--- src/mult_macros.svh ---
`ifndef MULT_MACROS_SVH
`define MULT_MACROS_SVH

// Datapath widths
`define OPERAND_W 20
`define PRODUCT_W 40

// Registered carry-save stages in the tree
`define REDUCE_STAGES 4

// AXI4-Lite bus widths
`define ADDR_W 5
`define DATA_W 32

// Launch to product_valid, tree stages plus output register
`define MULT_LATENCY 5

`endif
--- src/axil_pkg.sv ---
`include "mult_macros.svh"

package axil_pkg;

	// Register map, byte offsets
	typedef enum logic [`ADDR_W-1:0] {
		REG_A      = 5'h00,
		REG_B      = 5'h04,
		REG_RES_LO = 5'h08,
		REG_RES_HI = 5'h0C,
		REG_STATUS = 5'h10
	} reg_addr_e;

	typedef enum logic [1:0] {
		RESP_OKAY   = 2'b00,
		RESP_SLVERR = 2'b10
	} resp_e;

	// Shared by the write and the read channel
	typedef enum logic {
		CH_IDLE = 1'b0,
		CH_RESP = 1'b1
	} chan_state_e;

endpackage

--- src/arith_pkg.sv ---
`include "mult_macros.svh"

package arith_pkg;

	// Unsigned multiplier operand
	typedef logic [`OPERAND_W-1:0] operand_t;

	// Full-width product
	typedef logic [`PRODUCT_W-1:0] product_t;

	// One partial-product or carry-save row, aligned to product bit 0
	typedef logic [`PRODUCT_W-1:0] row_t;

endpackage

--- src/mult_axil.sv ---
`include "mult_macros.svh"

module mult_axil (
	input  logic                 clk,
	input  logic                 rst,
	input  logic [`ADDR_W-1:0]   awaddr,
	input  logic                 awvalid,
	output logic                 awready,
	input  logic [`DATA_W-1:0]   wdata,
	input  logic [`DATA_W/8-1:0] wstrb,
	input  logic                 wvalid,
	output logic                 wready,
	output logic [1:0]           bresp,
	output logic                 bvalid,
	input  logic                 bready,
	input  logic [`ADDR_W-1:0]   araddr,
	input  logic                 arvalid,
	output logic                 arready,
	output logic [`DATA_W-1:0]   rdata,
	output logic [1:0]           rresp,
	output logic                 rvalid,
	input  logic                 rready
);

	arith_pkg::operand_t op_a;
	arith_pkg::operand_t op_b;
	logic launch;
	arith_pkg::row_t sum_row;
	arith_pkg::row_t carry_row;
	logic row_valid;
	arith_pkg::product_t adder_sum;
	arith_pkg::product_t product;
	logic product_valid;

	mult_axil_regs i_regs (
		.clk           (clk),
		.rst           (rst),
		.awaddr        (awaddr),
		.awvalid       (awvalid),
		.awready       (awready),
		.wdata         (wdata),
		.wstrb         (wstrb),
		.wvalid        (wvalid),
		.wready        (wready),
		.bresp         (bresp),
		.bvalid        (bvalid),
		.bready        (bready),
		.araddr        (araddr),
		.arvalid       (arvalid),
		.arready       (arready),
		.rdata         (rdata),
		.rresp         (rresp),
		.rvalid        (rvalid),
		.rready        (rready),
		.product       (product),
		.product_valid (product_valid),
		.op_a          (op_a),
		.op_b          (op_b),
		.launch        (launch)
	);

	wallace_tree i_tree (
		.clk       (clk),
		.rst       (rst),
		.op_a      (op_a),
		.op_b      (op_b),
		.launch    (launch),
		.sum_row   (sum_row),
		.carry_row (carry_row),
		.row_valid (row_valid)
	);

	prefix_adder #(
		.WIDTH (`PRODUCT_W)
	) i_adder (
		.a   (sum_row),
		.b   (carry_row),
		.sum (adder_sum)
	);

	// Fifth pipeline stage
	always_ff @(posedge clk)
	begin
		product <= adder_sum;
	end

	always_ff @(posedge clk)
	begin
		if (rst)
			product_valid <= 1'b0;
		else
			product_valid <= row_valid;
	end

endmodule

--- src/mult_axil_regs.sv ---
`include "mult_macros.svh"

module mult_axil_regs (
	input  logic                 clk,
	input  logic                 rst,
	input  logic [`ADDR_W-1:0]   awaddr,
	input  logic                 awvalid,
	output logic                 awready,
	input  logic [`DATA_W-1:0]   wdata,
	input  logic [`DATA_W/8-1:0] wstrb,
	input  logic                 wvalid,
	output logic                 wready,
	output logic [1:0]           bresp,
	output logic                 bvalid,
	input  logic                 bready,
	input  logic [`ADDR_W-1:0]   araddr,
	input  logic                 arvalid,
	output logic                 arready,
	output logic [`DATA_W-1:0]   rdata,
	output logic [1:0]           rresp,
	output logic                 rvalid,
	input  logic                 rready,
	input  arith_pkg::product_t  product,
	input  logic                 product_valid,
	output arith_pkg::operand_t  op_a,
	output arith_pkg::operand_t  op_b,
	output logic                 launch
);

	localparam int CNT_W = $clog2(`MULT_LATENCY + 1);

	axil_pkg::chan_state_e wr_state;
	axil_pkg::chan_state_e rd_state;
	arith_pkg::product_t result_q;
	logic done;
	logic busy;
	logic [CNT_W-1:0] in_flight;
	logic wr_fire;
	logic rd_fire;

	// Address and data are taken together in one cycle
	assign wr_fire = (wr_state == axil_pkg::CH_IDLE) && awvalid && wvalid;
	assign awready = wr_fire;
	assign wready = wr_fire;
	assign bvalid = (wr_state == axil_pkg::CH_RESP);

	assign rd_fire = (rd_state == axil_pkg::CH_IDLE) && arvalid;
	assign arready = rd_fire;
	assign rvalid = (rd_state == axil_pkg::CH_RESP);

	assign busy = (in_flight != '0);

	always_ff @(posedge clk)
	begin
		if (rst)
			wr_state <= axil_pkg::CH_IDLE;
		else if (wr_fire)
			wr_state <= axil_pkg::CH_RESP;
		else if (bvalid && bready)
			wr_state <= axil_pkg::CH_IDLE;
	end

	always_ff @(posedge clk)
	begin
		if (wr_fire)
		begin
			bresp <= axil_pkg::RESP_OKAY;
			case (awaddr)
				axil_pkg::REG_A: op_a <= wdata[`OPERAND_W-1:0];
				axil_pkg::REG_B: op_b <= wdata[`OPERAND_W-1:0];
				// Read-only registers
				axil_pkg::REG_RES_LO, axil_pkg::REG_RES_HI, axil_pkg::REG_STATUS: ;
				default: bresp <= axil_pkg::RESP_SLVERR;
			endcase
		end
	end

	// Operands are stable in the cycle after the B write
	always_ff @(posedge clk)
	begin
		if (rst)
			launch <= 1'b0;
		else
			launch <= wr_fire && (awaddr == axil_pkg::REG_B);
	end

	always_ff @(posedge clk)
	begin
		if (rst)
		begin
			result_q <= '0;
			done <= 1'b0;
			in_flight <= '0;
		end
		else
		begin
			if (product_valid)
				result_q <= product;
			// A new launch makes the held result stale
			if (launch)
				done <= 1'b0;
			else if (product_valid)
				done <= 1'b1;
			in_flight <= in_flight + CNT_W'(launch) - CNT_W'(product_valid);
		end
	end

	always_ff @(posedge clk)
	begin
		if (rst)
			rd_state <= axil_pkg::CH_IDLE;
		else if (rd_fire)
			rd_state <= axil_pkg::CH_RESP;
		else if (rvalid && rready)
			rd_state <= axil_pkg::CH_IDLE;
	end

	always_ff @(posedge clk)
	begin
		if (rd_fire)
		begin
			rresp <= axil_pkg::RESP_OKAY;
			case (araddr)
				axil_pkg::REG_A: rdata <= `DATA_W'(op_a);
				axil_pkg::REG_B: rdata <= `DATA_W'(op_b);
				axil_pkg::REG_RES_LO: rdata <= result_q[`DATA_W-1:0];
				axil_pkg::REG_RES_HI: rdata <= `DATA_W'(result_q[`PRODUCT_W-1:`DATA_W]);
				axil_pkg::REG_STATUS: rdata <= `DATA_W'({busy, done});
				default:
				begin
					rdata <= '0;
					rresp <= axil_pkg::RESP_SLVERR;
				end
			endcase
		end
	end

endmodule

--- src/prefix_adder.sv ---
`include "mult_macros.svh"

module prefix_adder #(
	parameter int WIDTH = `PRODUCT_W
) (
	input  logic [WIDTH-1:0] a,
	input  logic [WIDTH-1:0] b,
	output logic [WIDTH-1:0] sum
);

	localparam int LEVELS = $clog2(WIDTH);

	wire [WIDTH-1:0] gen [0:LEVELS];
	// Group propagate is not needed after the last level
	wire [WIDTH-1:0] prop [0:LEVELS-1];

	assign gen[0] = a & b;
	assign prop[0] = a ^ b;

	// Kogge-Stone, span doubles each level
	for (genvar lv = 0; lv < LEVELS; lv++)
	begin : g_level
		localparam int DIST = 1 << lv;

		for (genvar i = 0; i < WIDTH; i++)
		begin : g_bit
			if (i >= DIST)
			begin : g_op
				assign gen[lv+1][i] = gen[lv][i] | (prop[lv][i] & gen[lv][i-DIST]);
				if (lv + 1 < LEVELS)
				begin : g_prop
					assign prop[lv+1][i] = prop[lv][i] & prop[lv][i-DIST];
				end
			end
			else
			begin : g_keep
				assign gen[lv+1][i] = gen[lv][i];
				if (lv + 1 < LEVELS)
				begin : g_prop
					assign prop[lv+1][i] = prop[lv][i];
				end
			end
		end
	end

	// Carry into bit i is the group generate of bits i-1 down to 0
	// gen[LEVELS][WIDTH-1] is the carry out and is dropped
	assign sum = prop[0] ^ {gen[LEVELS][WIDTH-2:0], 1'b0};

endmodule

--- src/wallace_tree.sv ---
`include "mult_macros.svh"

module wallace_tree (
	input  logic                clk,
	input  logic                rst,
	input  arith_pkg::operand_t op_a,
	input  arith_pkg::operand_t op_b,
	input  logic                launch,
	output arith_pkg::row_t     sum_row,
	output arith_pkg::row_t     carry_row,
	output logic                row_valid
);

	localparam int ROWS = `OPERAND_W;
	// Two layers per register, the last stage holds a single layer
	localparam int LAYERS = 2 * `REDUCE_STAGES - 1;

	// Rows left after a number of 3:2 layers, 20 14 10 7 5 4 3 2
	function automatic int rows_at(input int layer);
		int n;
		n = ROWS;
		for (int i = 0; i < layer; i++)
			n = n - n / 3;
		return n;
	endfunction

	wire arith_pkg::row_t pp [0:ROWS-1];
	wire arith_pkg::row_t lyr_in [0:LAYERS-1][0:ROWS-1];
	wire arith_pkg::row_t lyr_out [0:LAYERS-1][0:ROWS-1];
	arith_pkg::row_t stage_q [0:`REDUCE_STAGES-1][0:ROWS-1];
	logic [`REDUCE_STAGES-1:0] vld_q;

	// AND array, row r weighted by 2**r
	for (genvar r = 0; r < ROWS; r++)
	begin : g_pp
		assign pp[r] = arith_pkg::row_t'(op_a & {ROWS{op_b[r]}}) << r;
	end

	for (genvar l = 0; l < LAYERS; l++)
	begin : g_layer
		localparam int N_IN = rows_at(l);
		localparam int N_GRP = N_IN / 3;
		localparam int N_OUT = N_IN - N_GRP;

		for (genvar r = 0; r < ROWS; r++)
		begin : g_row
			// Even layers start from a stage register
			if (l == 0)
			begin : g_src_pp
				assign lyr_in[l][r] = pp[r];
			end
			else if (l % 2 == 1)
			begin : g_src_comb
				assign lyr_in[l][r] = lyr_out[l-1][r];
			end
			else
			begin : g_src_reg
				assign lyr_in[l][r] = stage_q[l/2-1][r];
			end

			if (r < 2 * N_GRP)
			begin : g_fa
				localparam int B = 3 * (r / 2);
				if (r % 2 == 0)
				begin : g_sum
					assign lyr_out[l][r] = lyr_in[l][B] ^ lyr_in[l][B+1] ^ lyr_in[l][B+2];
				end
				else
				begin : g_carry
					// Carry moves one column up, bit 39 falls off
					assign lyr_out[l][r] = ((lyr_in[l][B] & lyr_in[l][B+1]) |
						(lyr_in[l][B+1] & lyr_in[l][B+2]) |
						(lyr_in[l][B] & lyr_in[l][B+2])) << 1;
				end
			end
			else if (r < N_OUT)
			begin : g_pass
				// Leftover rows skip this layer
				assign lyr_out[l][r] = lyr_in[l][r + N_GRP];
			end
			else
			begin : g_unused
				assign lyr_out[l][r] = '0;
			end
		end
	end

	for (genvar s = 0; s < `REDUCE_STAGES; s++)
	begin : g_stage
		localparam int SRC = (2 * s + 1 < LAYERS) ? 2 * s + 1 : LAYERS - 1;

		always_ff @(posedge clk)
		begin
			for (int r = 0; r < ROWS; r++)
				stage_q[s][r] <= lyr_out[SRC][r];
		end
	end

	always_ff @(posedge clk)
	begin
		if (rst)
			vld_q <= '0;
		else
			vld_q <= {vld_q[`REDUCE_STAGES-2:0], launch};
	end

	assign sum_row = stage_q[`REDUCE_STAGES-1][0];
	assign carry_row = stage_q[`REDUCE_STAGES-1][1];
	assign row_valid = vld_q[`REDUCE_STAGES-1];

endmodule

--- config.mk ---
export PLATFORM = sky130hd
export DESIGN_NAME = mult_axil
export DESIGN_NICKNAME = d
export VERILOG_FILES = /design/src/axil_pkg.sv /design/src/arith_pkg.sv /design/src/mult_axil.sv /design/src/mult_axil_regs.sv /design/src/prefix_adder.sv /design/src/wallace_tree.sv
export VERILOG_INCLUDE_DIRS = /design/src
export SDC_FILE = /design/constraint.sdc
export NUM_CORES = 1
export LEC_CHECK = 0
export BUFFER_PORTS_ARGS = -buffer_cell sky130_fd_sc_hd__buf_2
export CORE_ASPECT_RATIO = 0.5
export CORE_MARGIN = 2
export CORE_UTILIZATION = 45
export CTS_CLUSTER_DIAMETER = 80
export DETAILED_ROUTE_END_ITERATION = 6
export PLACE_DENSITY = 0.72
export REMOVE_ABC_BUFFERS = 1
export SETUP_SLACK_MARGIN = 0.5
export SLEW_MARGIN = 25
export SYNTH_ARGS = -nofsm -noshare
export SYNTH_HDL_FRONTEND = slang
export SYNTH_HIERARCHICAL = 1
export SYNTH_SLANG_ARGS = --single-unit
--- constraint.sdc ---
create_clock -name clk -period 4.05 [get_ports clk]
set_input_delay 1.0125 -clock clk [delete_from_list [all_inputs] [get_ports clk]]
set_output_delay 1.0125 -clock clk [all_outputs]
set_load 0.02 [all_outputs]
==> PnR_summary.wiki <==
{| class="wikitable"
! Metric !! Value
|-
| Clock transition at the register clock pins on the worst setup and hold paths after CTS || approximately 0.070 ns
|-
| Ys Warns || 6
|-
| TritonCTS Buffers || 59
|-
| Final TNS setup || 0 ns
|-
| Endpoint arrival time on the critical path || around 3 ns
|-
| Die height || 185 um
|-
| Final Hold Vio Count || 0
|-
| Clock root cell || sky130_fd_sc_hd__clkbuf_16
|-
| Total setup buffers inserted after CTS || 0
|-
| Clock Path Buffers || 3
|-
| Layout Area Growth over Synthesis || 10.5%
|-
| Syn Area/Cell || between 10 and 15 um^2
|-
| Number of setup violations in the final report || 0
|-
| DR WL/cell || around 17 um
|-
| Fin. max-slew vios || 0
|-
| Ratio of total power to cell area || 442 mW/mm^2
|-
| Vias per Instance || around 4.8
|-
| I/O Buffers || 75
|-
| Die outline area || 0.0680 mm^2
|-
| Number of vias after detailed routing || 16771
|-
| Class of the tightest hold or removal check || reg2reg
|-
| Top library cells by usage in the layout, fill and taps aside || sky130_fd_sc_hd__dfxtp_1, sky130_fd_sc_hd__inv_1, sky130_fd_sc_hd__fa_1
|-
| Via count of the first global-routing pass || roughly 18000
|-
| Sequential cell area || ~0.014 mm^2
|-
| Placeable core area || about 0.065 mm^2
|-
| Final period util || between 60 and 70%
|-
| Required time of the worst setup path || 4.53 ns
|-
| Leading cell type in the layout, fill and taps excluded || sky130_fd_sc_hd__dfxtp_1
|-
| Global-route wire length before repair || 95800 um
|-
| Routed WL || 59900 um
|-
| Fraction of final layout cells sized beyond drive strength 1 || 8.75%
|-
| H-tree Lvls || 2
|-
| Largest net degree at the start of global routing || 43
|-
| Number of instances on the worst hold path || 0
|-
| Critical path launch point type || register
|-
| Placed cell count || about 3400
|-
| Unrepaired setup endpoints after global routing || no
|-
| Relative slew slack || a little under a quarter
|-
| Net count, final || 3046
|-
| Minimum clock period || 2.59 ns
|-
| Leak pwr || 15.1 nW
|-
| Total power of the final layout || 14.5 mW
|-
| Iteration-0 DRC Markers || 1046
|-
| Async set or reset register ratio after synthesis || 0%
|-
| Fillers || 5598
|-
| Fmax || 0.386 GHz
|-
| Yosys top cell by area || sky130_fd_sc_hd__dfxtp_1
|-
| Endpoint kind of the worst setup timing path || register
|-
| Leading post-synthesis cells by cell area || sky130_fd_sc_hd__dfxtp_1, sky130_fd_sc_hd__fa_1, sky130_fd_sc_hd__edfxtp_1
|-
| Remaining number of nets flagged by the antenna check after routing || 0
|-
| Final GP Congestion || 0.837
|-
| Post-route clock skew || 0.0232 ns
|-
| Post-route non-filler standard cell count || ~3500
|-
| Unique masters post-synth || 63
|-
| Number of cells upsized or downsized after cts || 0
|-
| Footprint of the multi-input gates || around 0.013 mm^2
|-
| Worst-Margin Slew || 1.15 ns
|-
| Number of violations of the max-capacitance limit || 0
|-
| Initial core utilization || 45.5%
|-
| Clock Latency Late Sink || 0.62 ns
|-
| Post-Route Hold Slack || 0.314 ns
|-
| Synthesized cell area || 0.0296 mm^2
|-
| Total routing usage reported by global routing || 18.1%
|-
| Post-detailed-route DRC marker count || 0
|-
| Area share of the largest cell type after synthesis || 41.0%
|-
| Number of synthesized flops with an enable pin || 74
|-
| Number of cells produced by synthesis || 2490
|-
| Congestion Overflow GR || 0
|-
| Util after Layout || 50.3%
|-
| IR Drop Worst-Case VDD || 0.366 mV
|-
| Overall die width || 367 um
|-
| Site Rows || 66
|-
| First-pass DRT Iterations || 5
|-
| Classification of the worst setup path || reg2reg
|-
| Register bit count reported by yosys || 681
|-
| Sink Count || ~700
|-
| Outcome || finished, final reports clean
|-
| Detailed Place HPWL || 41600 um
|-
| Number of antenna violations at the first check in global routing || 0
|-
| Most used flip-flop cell after synthesis || sky130_fd_sc_hd__dfxtp_1
|-
| Part of the Yosys area used for sequential elements || 48.5%
|-
| Maximum fanout count along the critical path || 20
|-
| TritonCTS clock tree || yes
|-
| Number of top-level pins || 94
|-
| Hold buffer count at CTS || 0
|-
| Number of cells on the worst reg-to-reg path || 5
|}
==> flip-flops by register name (all words and copies together) (netlist names), 3 cells and up <==
signal            flops
i_tree/vld_q          4
i_tree/stage_q      515
i_regs/in_flight      3
i_regs/rdata         32
i_regs/op_a          20
i_regs/result_q      40
product              40
i_regs/op_b          20
==> cell type report <==
class	count	share of cell area, %
Antenna cell	1	0.00764
Clock buffer	86	5.44
Clock inverter	21	0.680
Inverter	352	4.04
Multi-Input combinational cell	1335	40.3
Sequential cell	681	43.9
Tap cell	884	3.38
Timing Repair Buffer	108	2.24
==> where the power goes <==
group	leakage, nW	switching (mW)	internal [mW]
registers	5.75	0.179	7.24
logic	8.38	0.769	0.513
clock network	0.991	2.52	3.25
total	15.1	3.47	11.0
==> worst paths after layout <==
check / from / endpoint / slack [ns]
min: i_tree/stage_q[0][6]$_DFF_P_ / i_tree/stage_q[0][338]$_DFF_P_ / 0.31
min reg2reg: i_tree/stage_q[0][6]$_DFF_P_ / i_tree/stage_q[0][338]$_DFF_P_ / 0.31
max: i_regs/op_a[14]$_DFFE_PP_ / i_tree/stage_q[0][306]$_DFF_P_ / 1.46
max reg2reg: i_regs/op_a[14]$_DFFE_PP_ / i_tree/stage_q[0][306]$_DFF_P_ / 1.46
==> per-layer routing <==
metal / GRT usage, % / share of wire (%) / vias up
met4: 5.87 / 2.7 / 0
met2: 31.4 / 49 / 451
met3: 2.97 / 5.4 / 106
met5: 0 / 0 / -
met1: 23.2 / 43 / 8479
li1: - / - / 7735
==> worst max-delay path, stage by stage (launching register included) <==
cell                       delay, ns
sky130_fd_sc_hd__edfxtp_1       1.09
sky130_fd_sc_hd__buf_4          0.28
sky130_fd_sc_hd__nand2_1        0.08
sky130_fd_sc_hd__fa_1           0.53
sky130_fd_sc_hd__inv_1          0.05
sky130_fd_sc_hd__fa_1           0.43
==> cell usage after synthesis (all sizes together), types with 2 or more instances <==
library cell and instances:
fa 330, o21bai 4, and3 15, and2 179
inv 352, nor2 83, o221ai 2, xor2 17
a2bb2oi 12, buf 108, mux2i 53, xnor2 19
o21a 6, clkbuf 22, a21oi 40, nand2b 4
conb 2, a221oi 2, edfxtp 74, a2111oi 3
nor3 7, or3 6, a211oi 2, or2 2
nor2b 16, o211ai 3, nand2 255, a31oi 5
a21o 27, ha 126, o21ai 30, nand3 33
dfxtp 607, o31a 2, nand4 25, o31ai 2
==> metrics by stage <==
| step | setup WS (ns) | cell area (um^2) |
|---|---|---|
| finish | 1.46 | 32700 |
| CTS | 1.47 | 32600 |
| detailed placement | 1.35 | 30600 |
| global placement | 1.19 | 30500 |
| global route | 1.25 | 32700 |
| floorplan | 0.284 | 28900 |
==> cells by family after synthesis <==
kind of cell | Yosys count | share of synthesized area, %
flops | 681 | 48.5
simple gates | 631 | 10.5
buf+inv | 482 | 7.14
fa+ha+maj | 456 | 27.6
compound gates | 147 | 3.28
mux | 55 | 1.90
xor+xnor | 36 | 1.06
other cells | 2 | 0.0253
Note: power is estimated with default switching activity, not from simulation.
